File: config.mk
export PLATFORM = sky130hd
export DESIGN_NAME = rom_loader
export DESIGN_NICKNAME = d
export VERILOG_FILES = /design/src/rtl/snes_mem_pkg.sv /design/src/rtl/rom_loader.sv
export VERILOG_INCLUDE_DIRS = /design/src /design/src/rtl
export SDC_FILE = /design/constraint.sdc
export NUM_CORES = 1
export LEC_CHECK = 0
export ABC_AREA = 0
export BUFFER_PORTS_ARGS = -buffer_cell sky130_fd_sc_hd__buf_2
export CAP_MARGIN = 10
export CORE_MARGIN = 5
export CORE_UTILIZATION = 44
export CTS_CLUSTER_DIAMETER = 30
export DETAILED_ROUTE_END_ITERATION = 8
export PLACE_DENSITY_LB_ADDON = 0.25
export RECOVER_POWER = 100
export SLEW_MARGIN = 5
export SYNTH_ARGS = -nofsm -noshare
export SYNTH_HDL_FRONTEND = slang
export SYNTH_SLANG_ARGS = --single-unit
File: constraint.sdc
create_clock -name mclk -period 5.98 [get_ports mclk]
set_input_delay 0.598 -clock mclk [delete_from_list [all_inputs] [get_ports mclk]]
set_output_delay 0.598 -clock mclk [all_outputs]
set_load 0.1 [all_outputs]
File: src/rtl/snes_mem_consts.svh
// Memory geometry macros. WRAM_BASE must be aligned to the window size and track BYTE_ADDR_W
`ifndef SNES_MEM_CONSTS_SVH
`define SNES_MEM_CONSTS_SVH

// Shared word memory, byte addressed
`define BYTE_ADDR_W 14

// 16-bit words
`define WORD_ADDR_W (`BYTE_ADDR_W - 1)

// Work RAM is a 2 KB window
`define WRAM_ADDR_W 11

// Top 2 KB of a 16 KB space, clear of the ROM area at byte 0
`define WRAM_BASE 14'h3800

`endif

File: src/rtl/snes_mem_pkg.sv
// Request and bus structs for the memory front end. Field widths come from snes_mem_consts.svh
`default_nettype none

`include "snes_mem_consts.svh"

package snes_mem_pkg;

    // One access to the 16-bit word memory
    typedef struct packed {
        logic [`WORD_ADDR_W-1:0] addr;
        logic                    we;
        logic [1:0]              be;     // Bit 0 low byte, bit 1 high byte
        logic [15:0]             wdata;
    } mem_req_t;

    // Paired loader bytes, valid for one cycle
    typedef struct packed {
        logic                    valid;
        logic [`BYTE_ADDR_W-1:0] addr;   // Odd byte address of the pair
        logic [15:0]             data;
    } load_wr_t;

    // Console side ROM and work RAM bus, selects and strobes active low
    typedef struct packed {
        logic [`BYTE_ADDR_W-1:0] rom_addr;
        logic                    rom_ce_n;
        logic [`WRAM_ADDR_W-1:0] wram_addr;
        logic                    wram_ce_n;
        logic                    wram_rd_n;
        logic                    wram_we_n;
        logic [7:0]              wram_d;
    } cpu_bus_t;

    // Soft core data port, zero strobes means read
    typedef struct packed {
        logic [`BYTE_ADDR_W-1:0] addr;
        logic [31:0]             wdata;
        logic [3:0]              wstrb;
    } rv_req_t;

endpackage

`default_nettype wire

File: src/rtl/rom_loader.sv
// ROM loader byte pairing. Loading always starts at byte 0 and the stream has no back-pressure
`timescale 1ns/1ps
`default_nettype none

`include "snes_mem_consts.svh"

module rom_loader
    import snes_mem_pkg::*;
(
    input  logic       mclk,
    input  logic       resetn,
    input  logic       loading,
    input  logic       load_valid,
    input  logic [7:0] load_data,
    output load_wr_t   load_wr,
    output logic       loaded,
    output logic       enable
);

    logic                    loading_r;
    logic                    start;
    logic [`BYTE_ADDR_W-1:0] byte_addr;
    logic [`BYTE_ADDR_W-1:0] cur_addr;
    logic [7:0]              even_byte;
    logic                    wr_valid;
    logic [`BYTE_ADDR_W-1:0] wr_addr;
    logic [15:0]             wr_data;

    assign start    = loading & ~loading_r;
    assign cur_addr = start ? '0 : byte_addr;   // First byte may come with the rising edge
    assign load_wr  = '{valid: wr_valid, addr: wr_addr, data: wr_data};

    always_ff @(posedge mclk) begin
        if (!resetn) begin
            loading_r <= 1'b0;
            byte_addr <= '0;
            wr_valid  <= 1'b0;
            loaded    <= 1'b0;
            enable    <= 1'b0;
        end else begin
            loading_r <= loading;
            enable    <= loaded;
            wr_valid  <= load_valid & cur_addr[0];  // Word goes out on the odd byte
            if (load_valid)
                byte_addr <= cur_addr + 1'b1;
            else if (start)
                byte_addr <= '0;
            if (start)
                loaded <= 1'b0;
            else if (~loading & loading_r)
                loaded <= 1'b1;
        end
    end

    // Even byte waits in the low half for its partner
    always_ff @(posedge mclk) begin
        if (load_valid) begin
            if (cur_addr[0]) begin
                wr_addr <= cur_addr;
                wr_data <= {load_data, even_byte};
            end else begin
                even_byte <= load_data;
            end
        end
    end

    a_valid_in_load: assert property (@(posedge mclk) disable iff (!resetn)
        load_valid |-> loading);

endmodule

`default_nettype wire

**Word level (Yosys, flattened, before mapping)**

Cells that the tools add are included.

- Input bits: 12
- RAM bits: 0
- Memories kept: 0
- Memory bits (read-only): 0
- Word-level logic and storage cells: 21
- Latch bits: 0
- Output and inout bits: 33
- Register bits after elaboration: 55

- Reduce and logical (&&, ||, !) cells: 3
- Shift operators: 0
- Bitwise operators: 7
- Magnitude comparators: 0
- Multiplexer cells: 2
- Divide/modulo/power cells: 0
- Equal/unequal tests: 0
- Add/subtract/negate cells: 1
- Multiply operators: 0

Operator list:

| cell | count |
|---|---|
| 2-to-1 mux 14 bit | 2 |
| adder 14 x 1 -> 14 bit, second input constant | 1 |
| inverter 1 bit | 4 |
| AND reduction 2 bit | 2 |
| bitwise AND 1 bit | 3 |
| OR reduction 2 bit | 1 |

**Longest topological paths before layout**

Gate-level depths: netlist of the first run.

- Depth in word-level cells: 5
- Gate-level depth with buffers: 8
- Gate-level depth less buffers: 7

**Worst setup path after synthesis of the first run**

No wires, ideal clock.

- Path kind: input to register
- Start point: input loading
- End point: register byte_addr[10]
- Cell stages on the path: 8
- Path slack: 3562 ps
- Arrival time: 2348 ps
- Path buffers: 1
- Setup time: 71 ps
- Data required time: 5909 ps
- Cells stage by stage: nand2b_1 > clkbuf_1 > and2_1 > ha_1 > nand3_1 > or3_1 > or4_1 > a21oi_1

- Cells in the longest elaborated chain, start to end: 4

Ends and longest elaborated chain:

| what | RTL line | source |
|---|---|---|
| from (decl) | rom_loader.sv:12 | `input logic loading,` |
| bitwise AND 1 bit (*) | rom_loader.sv:29 | `assign start = loading & ~loading_r;` |
| 2-to-1 mux 14 bit (*) | n/a |  |
| adder 14 x 1 -> 14 bit | rom_loader.sv:45 | `byte_addr <= cur_addr + 1'b1;` |
| 2-to-1 mux 14 bit (*) | rom_loader.sv:44 | `if (load_valid)` |
| to (signal assigned) | rom_loader.sv:45 |  |
| to (decl) | rom_loader.sv:22 | `` logic [`BYTE_ADDR_W-1:0] byte_addr; `` |

Mark *: on every way between the ends. The rest lies on a longest branch, timed or not.
A chain may end at the register's enable or synchronous reset.

**Worst setup path after layout of the first run**

- Start point: register loading_r
- End point: register wr_addr[8], enable pin

- Cells in the longest elaborated chain, start to end: 4

Ends and longest elaborated chain:

| what | RTL line | source |
|---|---|---|
| from (decl) | rom_loader.sv:20 | `logic loading_r;` |
| from (signal assigned) | rom_loader.sv:41 | `loading_r <= loading;` |
| inverter 1 bit | rom_loader.sv:29 |  |
| bitwise AND 1 bit | rom_loader.sv:29 |  |
| 2-to-1 mux 14 bit | n/a |  |
| AND reduction 2 bit (no line) | n/a |  |
| to (signal assigned) | rom_loader.sv:59 | `wr_addr <= cur_addr;` |
| to (decl) | rom_loader.sv:26 | `` logic [`BYTE_ADDR_W-1:0] wr_addr; `` |

No other way between the ends.

==> results of run 1 <==
cells in the mapped netlist:
cell	number	area, sq um
a21o_1	1	7.510
a21oi_1	6	30.03
a31o_2	2	17.52
and2_1	13	81.33
and2_2	2	15.01
and3_1	1	6.260
and4_1	1	8.760
buf_4	2	15.01
clkbuf_1	2	7.510
conb_1	1	3.750
dfxtp_1	18	360.4
edfxtp_1	37	1111
ha_1	3	37.54
inv_1	5	18.77
nand2_1	8	30.03
nand2_2	1	6.260
nand2b_1	2	12.51
nand3_1	5	25.02
nand4_1	4	25.02
nor2_1	11	41.29
nor2b_1	1	6.260
nor2b_4	1	13.76
nor3_1	1	5.000
nor4_1	4	25.02
nor4b_1	1	8.760
o31ai_1	1	7.510
or3_1	1	6.260
or4_1	1	7.510
xnor2_1	5	43.79
xor2_1	3	26.28
logic make-up (layout without fill, tap and decap cells):
kind of cell | Yosys count | after routing | share of synthesized area [%]
fa+ha+maj | 3 | 3 | 1.867
buf+inv | 9 | 57 | 2.054
compound gates | 10 | 10 | 3.112
flops | 55 | 55 | 73.18
other cells | 1 | 1 | 0.1865
xor+xnor | 8 | 8 | 3.485
simple gates | 58 | 58 | 16.12
metal layers:
layer	vias up	wire length [um]	global-route usage, %
met2	44	1729	20.12
met3	2	285	4.977
met4	0	15	3.608
met1	596	1420	14.29
met5	-	0	0
li1	603	-	-
power groups by stage:
stage / logic (uW) / registers, uW / clock network, uW
floorplan: 16.2 / 477 / 0
global placement: 77.9 / 429 / 0
detailed placement: 78.8 / 430 / 0
CTS: 79.1 / 421 / 287
global route: 79.4 / 423 / 300
finish: 75.3 / 421 / 278
through the flow:
stage          cell area (sq um)  utilization (%)
5_1_grt                     2354            53.68
6_report                    2354            53.68
4_1_cts                     2409            54.94
2_1_floorplan               2011                -
3_3_place_gp                2276            51.91
3_5_place_dp                2276            51.91
cells in the final DEF (no fill, tap or decap), drive strengths merged, types with 3 or more instances in the layout:
cell	synthesis	layout
a21oi	6	6
edfxtp	37	37
xnor2	5	5
clkbuf	2	46
inv	5	5
ha	3	3
nor2	11	11
dfxtp	18	18
nand3	5	5
and2	15	15
buf	2	4
xor2	3	3
nand2	9	9
nand4	4	4
nor4	4	4
worst max-delay path: stages (launching register included):
cell	delay [ps]
dfxtp_1	390
nand2b_1	470
and2_0	290
ha_1	390
clkbuf_1	930
cell type report:
cell class	count	area share [%]
sequential	55	62.52
multi-input combinational	80	21.05
timing repair buffer	44	7.230
clock buffer	6	3.083
tap	52	2.764
clock inverter	2	2.552
inverter	5	0.7974
sequential cells by signal (all words and copies together) (netlist names):
name	count
loaded	1
wr_addr	13
loading_r	1
wr_valid	1
enable	1
byte_addr	14
wr_data	16
even_byte	8
how the worst max path moves through the flow:
stage	depth (start not counted)	endpoint	start
final	4	wr_addr[8]	loading_r
after CTS	7	byte_addr[10]	loading_r
after detailed placement	8	byte_addr[10]	loading
after global routing	4	wr_addr[8]	loading_r
after global placement	8	byte_addr[10]	loading
after floorplan	8	byte_addr[10]	loading
==> impl_summary.md, run 1 <==
Status
The flow ran to the end, and the final reports show no timing, DRC or antenna violations.

Clock tree
TritonCTS built the clock tree. The clock tree root buffer cell is clkbuf_8. For the worst-skew pair, the clock arrives at the later sink with an insertion delay of 300 ps. In this run, CTS created clock tree buffers numbering 5. The tree built by TritonCTS fans out to 55 sinks. Clock-pin slew was measured on the worst setup and hold paths at 90 ps. The count of cells resized by post-cts repair is 0. The buffer depth of the longest clock path is 2. The H-tree generated during clock tree synthesis spans 2 levels. Post-CTS timing repair inserted 0 buffers for setup. The hold buffer count at CTS is 0.

Die
The floorplan step defined a die boundary enclosing 6022 sq um. The effective utilization at floorplan is 45.86%. The core region is 4384 sq um. The floorplan step set the die width to 77.60 um. The floorplan has 24 rows.

The boundary pin count is 45. The die boundary height is 77.60 um.

Route
The count of nets left with antenna violations after detail routing is 0. The post-detailed-routing wire length is 3451 um. The number of vias per cell is 5.102.

The number of iterations in the first detailed-routing pass is 4. For this block, the initial DRC count from the detailed router was 86. In the final routed layout, each cell accounts on average for 14.14 um. The post-detailed-route DRC marker count is 0. The vias after detailed routing is 1245.

Logic synthesis
The post-synth net total is 159. The Yosys warning count is 0. The synthesized design contains 55 register bits. In this run, distinct cell masters in the synthesized netlist total 30. The area of the mapped netlist is 2011 sq um. After synthesis, the mean cell area works out to 13.96 sq um. Of the synthesized area, sequential elements account for 73.18%. Synthesis produced 144 cells.

Timing
The slack of the critical path is 3123 ps. The worst-case hold slack is 425.0 ps. The final number of hold-violating endpoints is 0. The slew at the pin closest to its max-slew limit is 1199 ps. Static timing analysis puts the maximum clock frequency at 350.0 MHz. The accumulated negative setup slack is 0 ps.

The headroom to the max-slew limit is 20.10%. Setup repair after global routing left no endpoint under its margin. The minimum clock period is 2857 ps. The share of the clock period used by the worst path is 47.77%. Clock skew on the completed layout was measured at 4.365 ps. The total count of max-transition violations in the final report is 0. Setup violations remaining at the end of the flow were counted as 0.

Power
The worst supply voltage drop on vdd is 0.1391 mV. The design internal power is 593.1 uW. Of the total power, the clock network draws 35.9%. The total power draw is 774.6 uW. For this design the ratio of total power to cell area is 329.1 nW/um^2. The power dissipated by switching net loads is 181.5 uW. Of the total power, the share spent switching nets is 23.43%. Combinational logic burns 9.7% of the power. The static leakage power is 0.0007866 uW. Per report_power, the sequential group accounts for 54.4% of the total.

Setup path
Across all register-to-register paths, the minimum setup slack is 3120 ps. The worst register-to-register path begins at loading_r. The worst flop-to-flop path endpoint is wr_addr[8]. The category of the most critical setup path is register to register. The depth of the most critical reg-to-reg path is 4.

The largest fanout of any net on the critical path is 23. Data on the critical path is required at its endpoint by 5900 ps. The critical path startpoint category is a register. At the worst endpoint, the arrival time is 2770 ps. The critical path endpoint category is a register.

Hold path
The type of the worst min-delay path is register to register. The worst hold path terminates at wr_data[5]. The worst hold path begins at even_byte[5]. The worst hold path passes through 0 cells.

Placed design
Detailed placement ended at an HPWL of 2484 um. The last weighted congestion value of the routability-driven placer is 0.8151. Input and output buffers added on the ports amount to 43.

Timing analysis after detailed placement gives a worst setup slack of 3246 ps. The total placed cells including tap cells is 236.

Cells and area
The count of filler cells inserted in the layout is 394. The final non-filler cell total is 244. From synthesis to final layout, the design area changed by 17.05%. The area occupied by registers is 1471 sq um. 0 antenna diodes ended up in the layout. The post-route netlist has 8.333% of its cells at a drive strength greater than 1. The net count of the finished layout is 206. The area of the multi-input gates is 495.5 sq um.

Global route
The first global-routing pass estimated 5809 um of wire. The number of antenna violations at the first check in global routing came to 0. The overall track demand over capacity in global routing is 12.09%.

The number of global-route vias before repair is 1230. For this run the aggregate overflow at the end of global routing stands at 0. Entering global routing, the biggest net connects 24 pins.

Job
Across the run, the number of max-cap violations was 0.
No activity file was read; power rests on OpenSTA's default activity.
==> run 2, diff against run 1 <==
==> constraint.sdc (replaced) <==
create_clock -name mclk -period 2.85 [get_ports mclk]
set_input_delay 0.285 -clock mclk [delete_from_list [all_inputs] [get_ports mclk]]
set_output_delay 0.285 -clock mclk [all_outputs]
set_load 0.1 [all_outputs]
==> impl_summary.md, run 2 (synthesized netlist as in run 1, its figures left out) <==
Status
The run finished with clean final reports.

Cells and area
The fraction of layout instances using a drive strength above 1 is 9.326%. Ranked by flip-flop count, first place goes to wr_data. The layout has 401 filler cells.

In the layout the commonest cells are clkbuf_1 (39), edfxtp_1 (37), dfxtp_1 (18). The largest registers in the layout are wr_data x16, byte_addr x14, wr_addr x13. Measured on the finished design, the core utilization comes to 53.88%. Excluding fillers, the count of instances in the completed layout stands at 245. The flip-flop count of the largest register after layout is 16.

The repair_antennas step left the layout with diodes totalling 0. The library cell used most frequently in the layout, excluding fill and tap cells, is clkbuf_1. The relative area change from synthesis to final layout is 17.49%.

The net count of the finished layout is 207. The final design area excluding fillers is 2362 sq um.

Route
The count of nets left with antenna violations after detail routing is 0. In this run, the number of DRC markers left after iteration 0 of detailed routing was 56. In the routed layout, each cell is associated on average with a via count of 5.127.

The pre-antenna-repair detailed-routing pass consisted of 4 iterations. After detailed routing, the number of remaining DRC violations is 0. The routed wire length per instance is 14.18 um. The post-detailed-routing wire length is 3475 um. The vias after detailed routing is 1256.

Clock tree
CTS built an H-tree with a depth of 2. The buffer depth of the longest clock path is 2. Gates resized during post-CTS repair numbered 0.

TritonCTS built the clock tree. The TritonCTS sink count is 55. The root buffer cell chosen for the clock tree is clkbuf_8. The hold buffer count at CTS is 0. The TritonCTS buffer count is 5. The insertion delay of the later-clocked pin in the worst-skew pair is 300 ps. After clock tree synthesis, the clock-pin slew on the worst setup and hold paths is 100 ps. The post-CTS setup-driven buffer insertion count is 0.

Setup path
The endpoint required time on the critical path is 3090 ps. The worst setup path is of the register to register kind. The critical path startpoint category is a register. At the worst endpoint, the arrival time is 2500 ps.

For flop-to-flop paths, the worst setup slack is 590 ps. The worst flop-to-flop path endpoint is byte_addr[10]. For the worst flop-to-flop path, the logic depth is 7. The worst setup path is captured at a register. In this run the critical register-to-register path is launched from loading_r.

In this run the worst path has a maximum fanout of 6.

Timing
For the pin with the worst max-slew slack, the measured transition is 1201 ps. The maximum clock skew at final layout is 9.854 ps. The final critical path takes up 79.14% of the cycle. The total count of max-transition violations in the final report is 0. The final number of setup-violating endpoints is 0. The headroom to the max-slew limit is 20.27%. The final number of hold-violating endpoints is 0.

Setup repair after global routing left no endpoint under its margin. Timing would allow up to 443.4 MHz. The accumulated negative setup slack is 0 ps.

The routed design could run at a clock period as short as 2255 ps.

Power
The relative contribution of sequential cells to total power is 54.1%. Summed over all nets, the switching power comes to 390.6 uW. The switching part of the total power is 23.90%. The static leakage power is 0.0007921 uW. Of the total power, the clock network draws 36.2%. The design internal power is 1244 uW.

Power comes to 1634 uW. The total power divided by cell area is 691.9 nW/um^2. IR analysis of the VDD net gives a maximum drop of 0.4075 mV. The combinational cell fraction of total power is 9.7%.

Die
The die covers 6022 sq um. The boundary pin count is 45. From bottom edge to top edge, the die measures 77.60 um. In this run the standard cell core region covers 4384 sq um. From left edge to right edge, the die measures 77.60 um. In this run the core area contains 24 standard-cell rows.

For this configuration, the core starts out at a cell density of 45.86%.

Global route
The first global-routing pass estimated 5816 um of wire. The number of global-route vias before repair is 1291. The pin count of the biggest net entering global routing is 24. The overall track demand over capacity in global routing is 12.06%. The number of antenna violations at the first check in global routing is 0.

The final global-route overflow total is 0.

Job
The number of maximum-capacitance violations is 0.

Placed design
The quantity of I/O buffers inserted on ports is 43. The total placed cells including tap cells is 237. The cell area after placement is 2296 sq um. The last weighted congestion value of the routability-driven placer is 0.8234. The placed wire-length estimate is 2505 um.

Hold path
The number of cells on the worst hold path is 1. The path class of the tightest hold or removal check is input port to register. The path with the worst hold slack has its endpoint at even_byte[1]. In this run the most critical hold path is launched from load_data[1].
-- run 2: area by class of cell --
| cell class | count | area (sq um) | share of cell area (%) |
|---|---|---|---|
| inverters | 5 | 18.77 | 0.7945 |
| clock buffers | 5 | 68.82 | 2.913 |
| multi-input cells | 80 | 494.2 | 20.92 |
| repair buffers | 45 | 176.4 | 7.468 |
| flip-flops and latches | 55 | 1471 | 62.29 |
| clock inverters | 3 | 67.56 | 2.860 |
| well taps | 52 | 65.06 | 2.754 |
-- run 2: worst max-delay path, stage by stage, from the launching register on --
cell and delay (ps):
dfxtp_1 390, nand2b_1 220, and2_0 230, ha_1 220, nand3_1 150, or3_1 360, or4_1 480, a21oi_1 140
-- run 2: how the worst max path moves through the flow --
stage | start | endpoint | slack [ps] | depth (start not counted)
after global placement | loading_r | byte_addr[10] | 780 | 7
final | loading_r | byte_addr[10] | 590 | 7
after detailed placement | loading_r | byte_addr[10] | 640 | 7
after global routing | loading_r | byte_addr[10] | 400 | 7
after floorplan | loading_r | byte_addr[10] | 610 | 8
after CTS | loading_r | byte_addr[10] | 610 | 7
-- run 2: layer usage --
layer	vias to the layer above	part of all wire, %	global-route usage, %
li1	608	-	-
met1	609	40	13.08
met2	34	51	21.04
met4	0	1.6	4.811
met3	5	7.3	4.630
met5	-	0	0
-- run 2: stage by stage --
step / hold WS (ps) / setup slack [ps]
6_report: 169.7 / 594.5
5_1_grt: 155.8 / 397.1
4_1_cts: 158.8 / 605.8
3_5_place_dp: 405.2 / 636.9
3_3_place_gp: 401.8 / 781.9
2_1_floorplan: 383.9 / 609.4
-- run 2: power by group through the flow --
| stage | registers (uW) | logic, uW | clock network [uW] |
|---|---|---|---|
| final | 884 | 159 | 592 |
| after global routing | 887 | 167 | 640 |
| after CTS | 883 | 169 | 607 |
| after detailed placement | 901 | 169 | 0 |
| after global placement | 900 | 167 | 0 |
| after floorplan | 1000 | 34.0 | 0 |
==> run 3, diff against run 2 <==
--- a/config.mk
+++ b/config.mk
@@ -6,7 +6,7 @@
 export SDC_FILE = /design/constraint.sdc
 export NUM_CORES = 1
 export LEC_CHECK = 0
-export ABC_AREA = 0
+export ABC_AREA = 1
 export BUFFER_PORTS_ARGS = -buffer_cell sky130_fd_sc_hd__buf_2
 export CAP_MARGIN = 10
 export CORE_MARGIN = 5
==> constraint.sdc (replaced) <==
create_clock -name mclk -period 2.3 [get_ports mclk]
set_input_delay 0.23 -clock mclk [delete_from_list [all_inputs] [get_ports mclk]]
set_output_delay 0.23 -clock mclk [all_outputs]
set_load 0.1 [all_outputs]
==> impl_summary.md, run 3 <==
Clock tree
The clock reaches the later pin of the worst-skew pair after 300 ps. Clock tree synthesis selected as its root buffer the cell clkbuf_8. The hold buffer count at CTS is 0. In this run, CTS created clock tree buffers numbering 5. After clock tree synthesis, the clock-pin slew on the worst setup and hold paths is 90 ps. TritonCTS built the clock tree. The count of cells resized by post-cts repair is 0.

The post-CTS setup-driven buffer insertion count is 0. Clock tree synthesis found a total of 55 sinks. The longest clock path from root to sink contains 2 buffers. The H-tree depth is 2.

Route
In the routed layout, each cell is associated on average with a via count of 4.624. The count of nets left with antenna violations after detail routing is 0. For this run, the detailed router's first-pass iteration total came to 4.

For this block, the via count after detailed routing is 1304. The post-detailed-route DRC marker count is 0. The routed wire length per instance is 12.29 um. The iteration-0 DRC count of the detailed router is 76. The routed design has 3466 um of wire.

Cells and area
The largest register by flop count is wr_data. In the final layout, the registers with the most flip-flops are wr_data x16, byte_addr x14, wr_addr x13. The count of filler cells inserted in the layout is 461.

The net count of the finished layout is 242. Leaving out fill and tap cells, the most frequent cell in the layout is clkbuf_1. The library cells used most frequently in the layout, excluding fill and tap cells, are clkbuf_1 (38), edfxtp_1 (37), inv_1 (29). The register with the most flip-flops in the layout has 16 of them.

The post-layout utilization of the core is 50.13%. The relative area change from synthesis to final layout is 10.85%. The count of antenna diodes in the layout is 0. The final non-filler cell total is 282. The fraction of layout instances using a drive strength above 1 is 9.211%.

Placed design
Routability-driven placement finished with a final weighted congestion of 0.7938. After legalization and detailed placement, the total HPWL measured 2422 um. The total placed cells including tap cells is 274.

Port buffering added 43 buffers. Prior to clock tree synthesis, the placed netlist has a worst setup slack of 535.1 ps.

Global route
The global-route wire length before repair is 5575 um. The number of antenna violations at the first check in global routing came to 0. Entering global routing, the biggest net connects 31 pins. The number of global-route vias before repair is 1232. Global routing finished with a remaining overflow of 0. The overall track demand over capacity in global routing is 11.59%.

Setup path
The most critical setup path has its startpoint at loading_r. The endpoint required time on the critical path is 2200 ps. The worst setup path is captured at a register. The largest fanout of any net on the critical path is 30. The category of the most critical setup path is register to register. At the worst endpoint, the arrival time is 1830 ps. In this run the critical register-to-register path is launched from loading_r. The critical path startpoint category is a register.

Logic synthesis
The post-synthesis async set-or-reset flop share is 0%. The mapped netlist covers 2122 sq um. Yosys attributes the largest share of cell area to edfxtp_1 (52%), dfxtp_1 (17%), inv_1 (5.0%), nand2_1 (4.1%), nor2_1 (3.0%). edfxtp_1 is the most common cell in the netlist.

For this run, the number of Yosys warnings is 0. edfxtp_1 takes more of the synthesized area than any other cell. In this run, synthesis inferred 37 flip-flops with an integrated enable. The flip-flop and latch count after synthesis is 55. Counting every instance in the synthesized netlist gives 181. The post-synthesis sequential area ratio is 69.34%. The number of nets in the synthesized netlist is 196. The dominant register cell in the synthesized netlist is edfxtp_1. The average cell area after synthesis is 11.72 sq um.

The share of synthesized area in the top cell type comes to 52.36%. After synthesis, the netlist uses 22 different library cells. By count the netlist is led by edfxtp_1 (37), inv_1 (28), nand2_1 (23).

Power
For this design the ratio of total power to cell area is 749.9 nW/um^2. The worst supply voltage drop on vdd is 0.2490 mV. The static leakage power is 0.0009257 uW.

Job
The tool flagged a number of max-cap violations equal to 0.

Timing
The share of the clock period used by the worst path is 83.94%. The minimum clock period is 1931 ps. The total count of max-transition violations in the final report was 0. The slack of the critical path is 369.4 ps. The accumulated negative setup slack is 0 ps. On the final layout, the worst clock skew is 7.343 ps.

The headroom to the max-slew limit is 21.02%. Setup violations remaining at the end of the flow were counted as 0. The final number of hold-violating endpoints was 0. Across all hold checks on the routed design, the worst slack comes to 115.1 ps. Setup repair after global routing left no endpoint under its margin. For the pin with the worst max-slew slack, the measured transition is 1190 ps.

Static timing analysis puts the maximum clock frequency at 518.0 MHz.

Die
The effective utilization at floorplan is 45.23%. The floorplan step defined a die boundary enclosing 6312 sq um. The initialized floorplan defines 25 standard-cell rows. The die boundary height is 79.45 um. After floorplanning, the core was sized to cover 4692 sq um. The die is 79.45 um wide. 45 I/O pins were placed.

Status
The run finished with clean final reports.

Hold path
In this run the most critical hold path is launched from load_data[3]. The min-delay analysis places its worst path in the category input port to register.
-- run 3: cell count changes after synthesis, sizes merged, moves of 3 or more --
| cell | change |
|---|---|
| inv | +24 |
| nand2 | +21 |
| nor2 | +16 |
| and2 | -15 |
| o21ai | +8 |
| nand3 | +5 |
| xnor2 | -5 |
| nor4 | -4 |
| xor2 | -3 |
-- run 3: cells by family (layout without fill, tap and decap cells) --
group	count (synthesis)	in the layout	synth area share (%)
flip-flops	55	55	69.34
other	1	1	0.1767
buffers and inverters	34	81	7.193
adder cells (fa/ha/maj)	3	3	1.769
AND/OR/NAND/NOR	72	72	17.75
AO/OA/AOI/OAI	16	16	3.774
-- run 3: final timing paths --
| kind | slack, ps | to | cells after the start |
|---|---|---|---|
| worst max-delay path | 370 | wr_data[10] | 4 |
| worst min-delay path | 120 | even_byte[3] | 1 |
| worst max register to register | 370 | wr_data[10] | 4 |
| worst min register to register | 420 | wr_data[1] | 0 |
-- run 3: layout make-up --
class / count / area [sq um] / area share, %
timing repair buffer: 44 / 173.9 / 7.394
tap: 54 / 67.56 / 2.872
multi-input combinational: 92 / 445.4 / 18.94
clock inverter: 2 / 12.51 / 0.5319
inverter: 29 / 108.9 / 4.628
sequential: 55 / 1471 / 62.55
clock buffer: 6 / 72.57 / 3.085
-- run 3: routing by layer --
metal	GRT usage, %	share of wire (%)
met5	0	0
met3	4.289	7.0
met1	13.86	45
met2	19.12	47
met4	4.124	1.5
-- run 3: critical path, cell delays in order (launching register included) --
cell and delay (ps):
dfxtp_1 330, nor2_1 400, nor2_1 140, ha_1 200, clkbuf_2 440
-- run 3: where the power goes --
part | internal, uW | total (uW) | leakage (uW) | switching (uW)
sequential | 1080 | 1090 | 0.000496 | 7.05
clock | 213 | 503 | 0.0000412 | 290
combinational | 20.0 | 171 | 0.000389 | 151
total | 1320 | 1760 | 0.000926 | 448
-- run 3: through the flow --
step,instance area [sq um],total power [uW]
3_3_place_gp,2369,1293
5_1_grt,2352,1846
4_1_cts,2454,1792
6_report,2352,1764
3_5_place_dp,2369,1295
2_1_floorplan,2122,1266
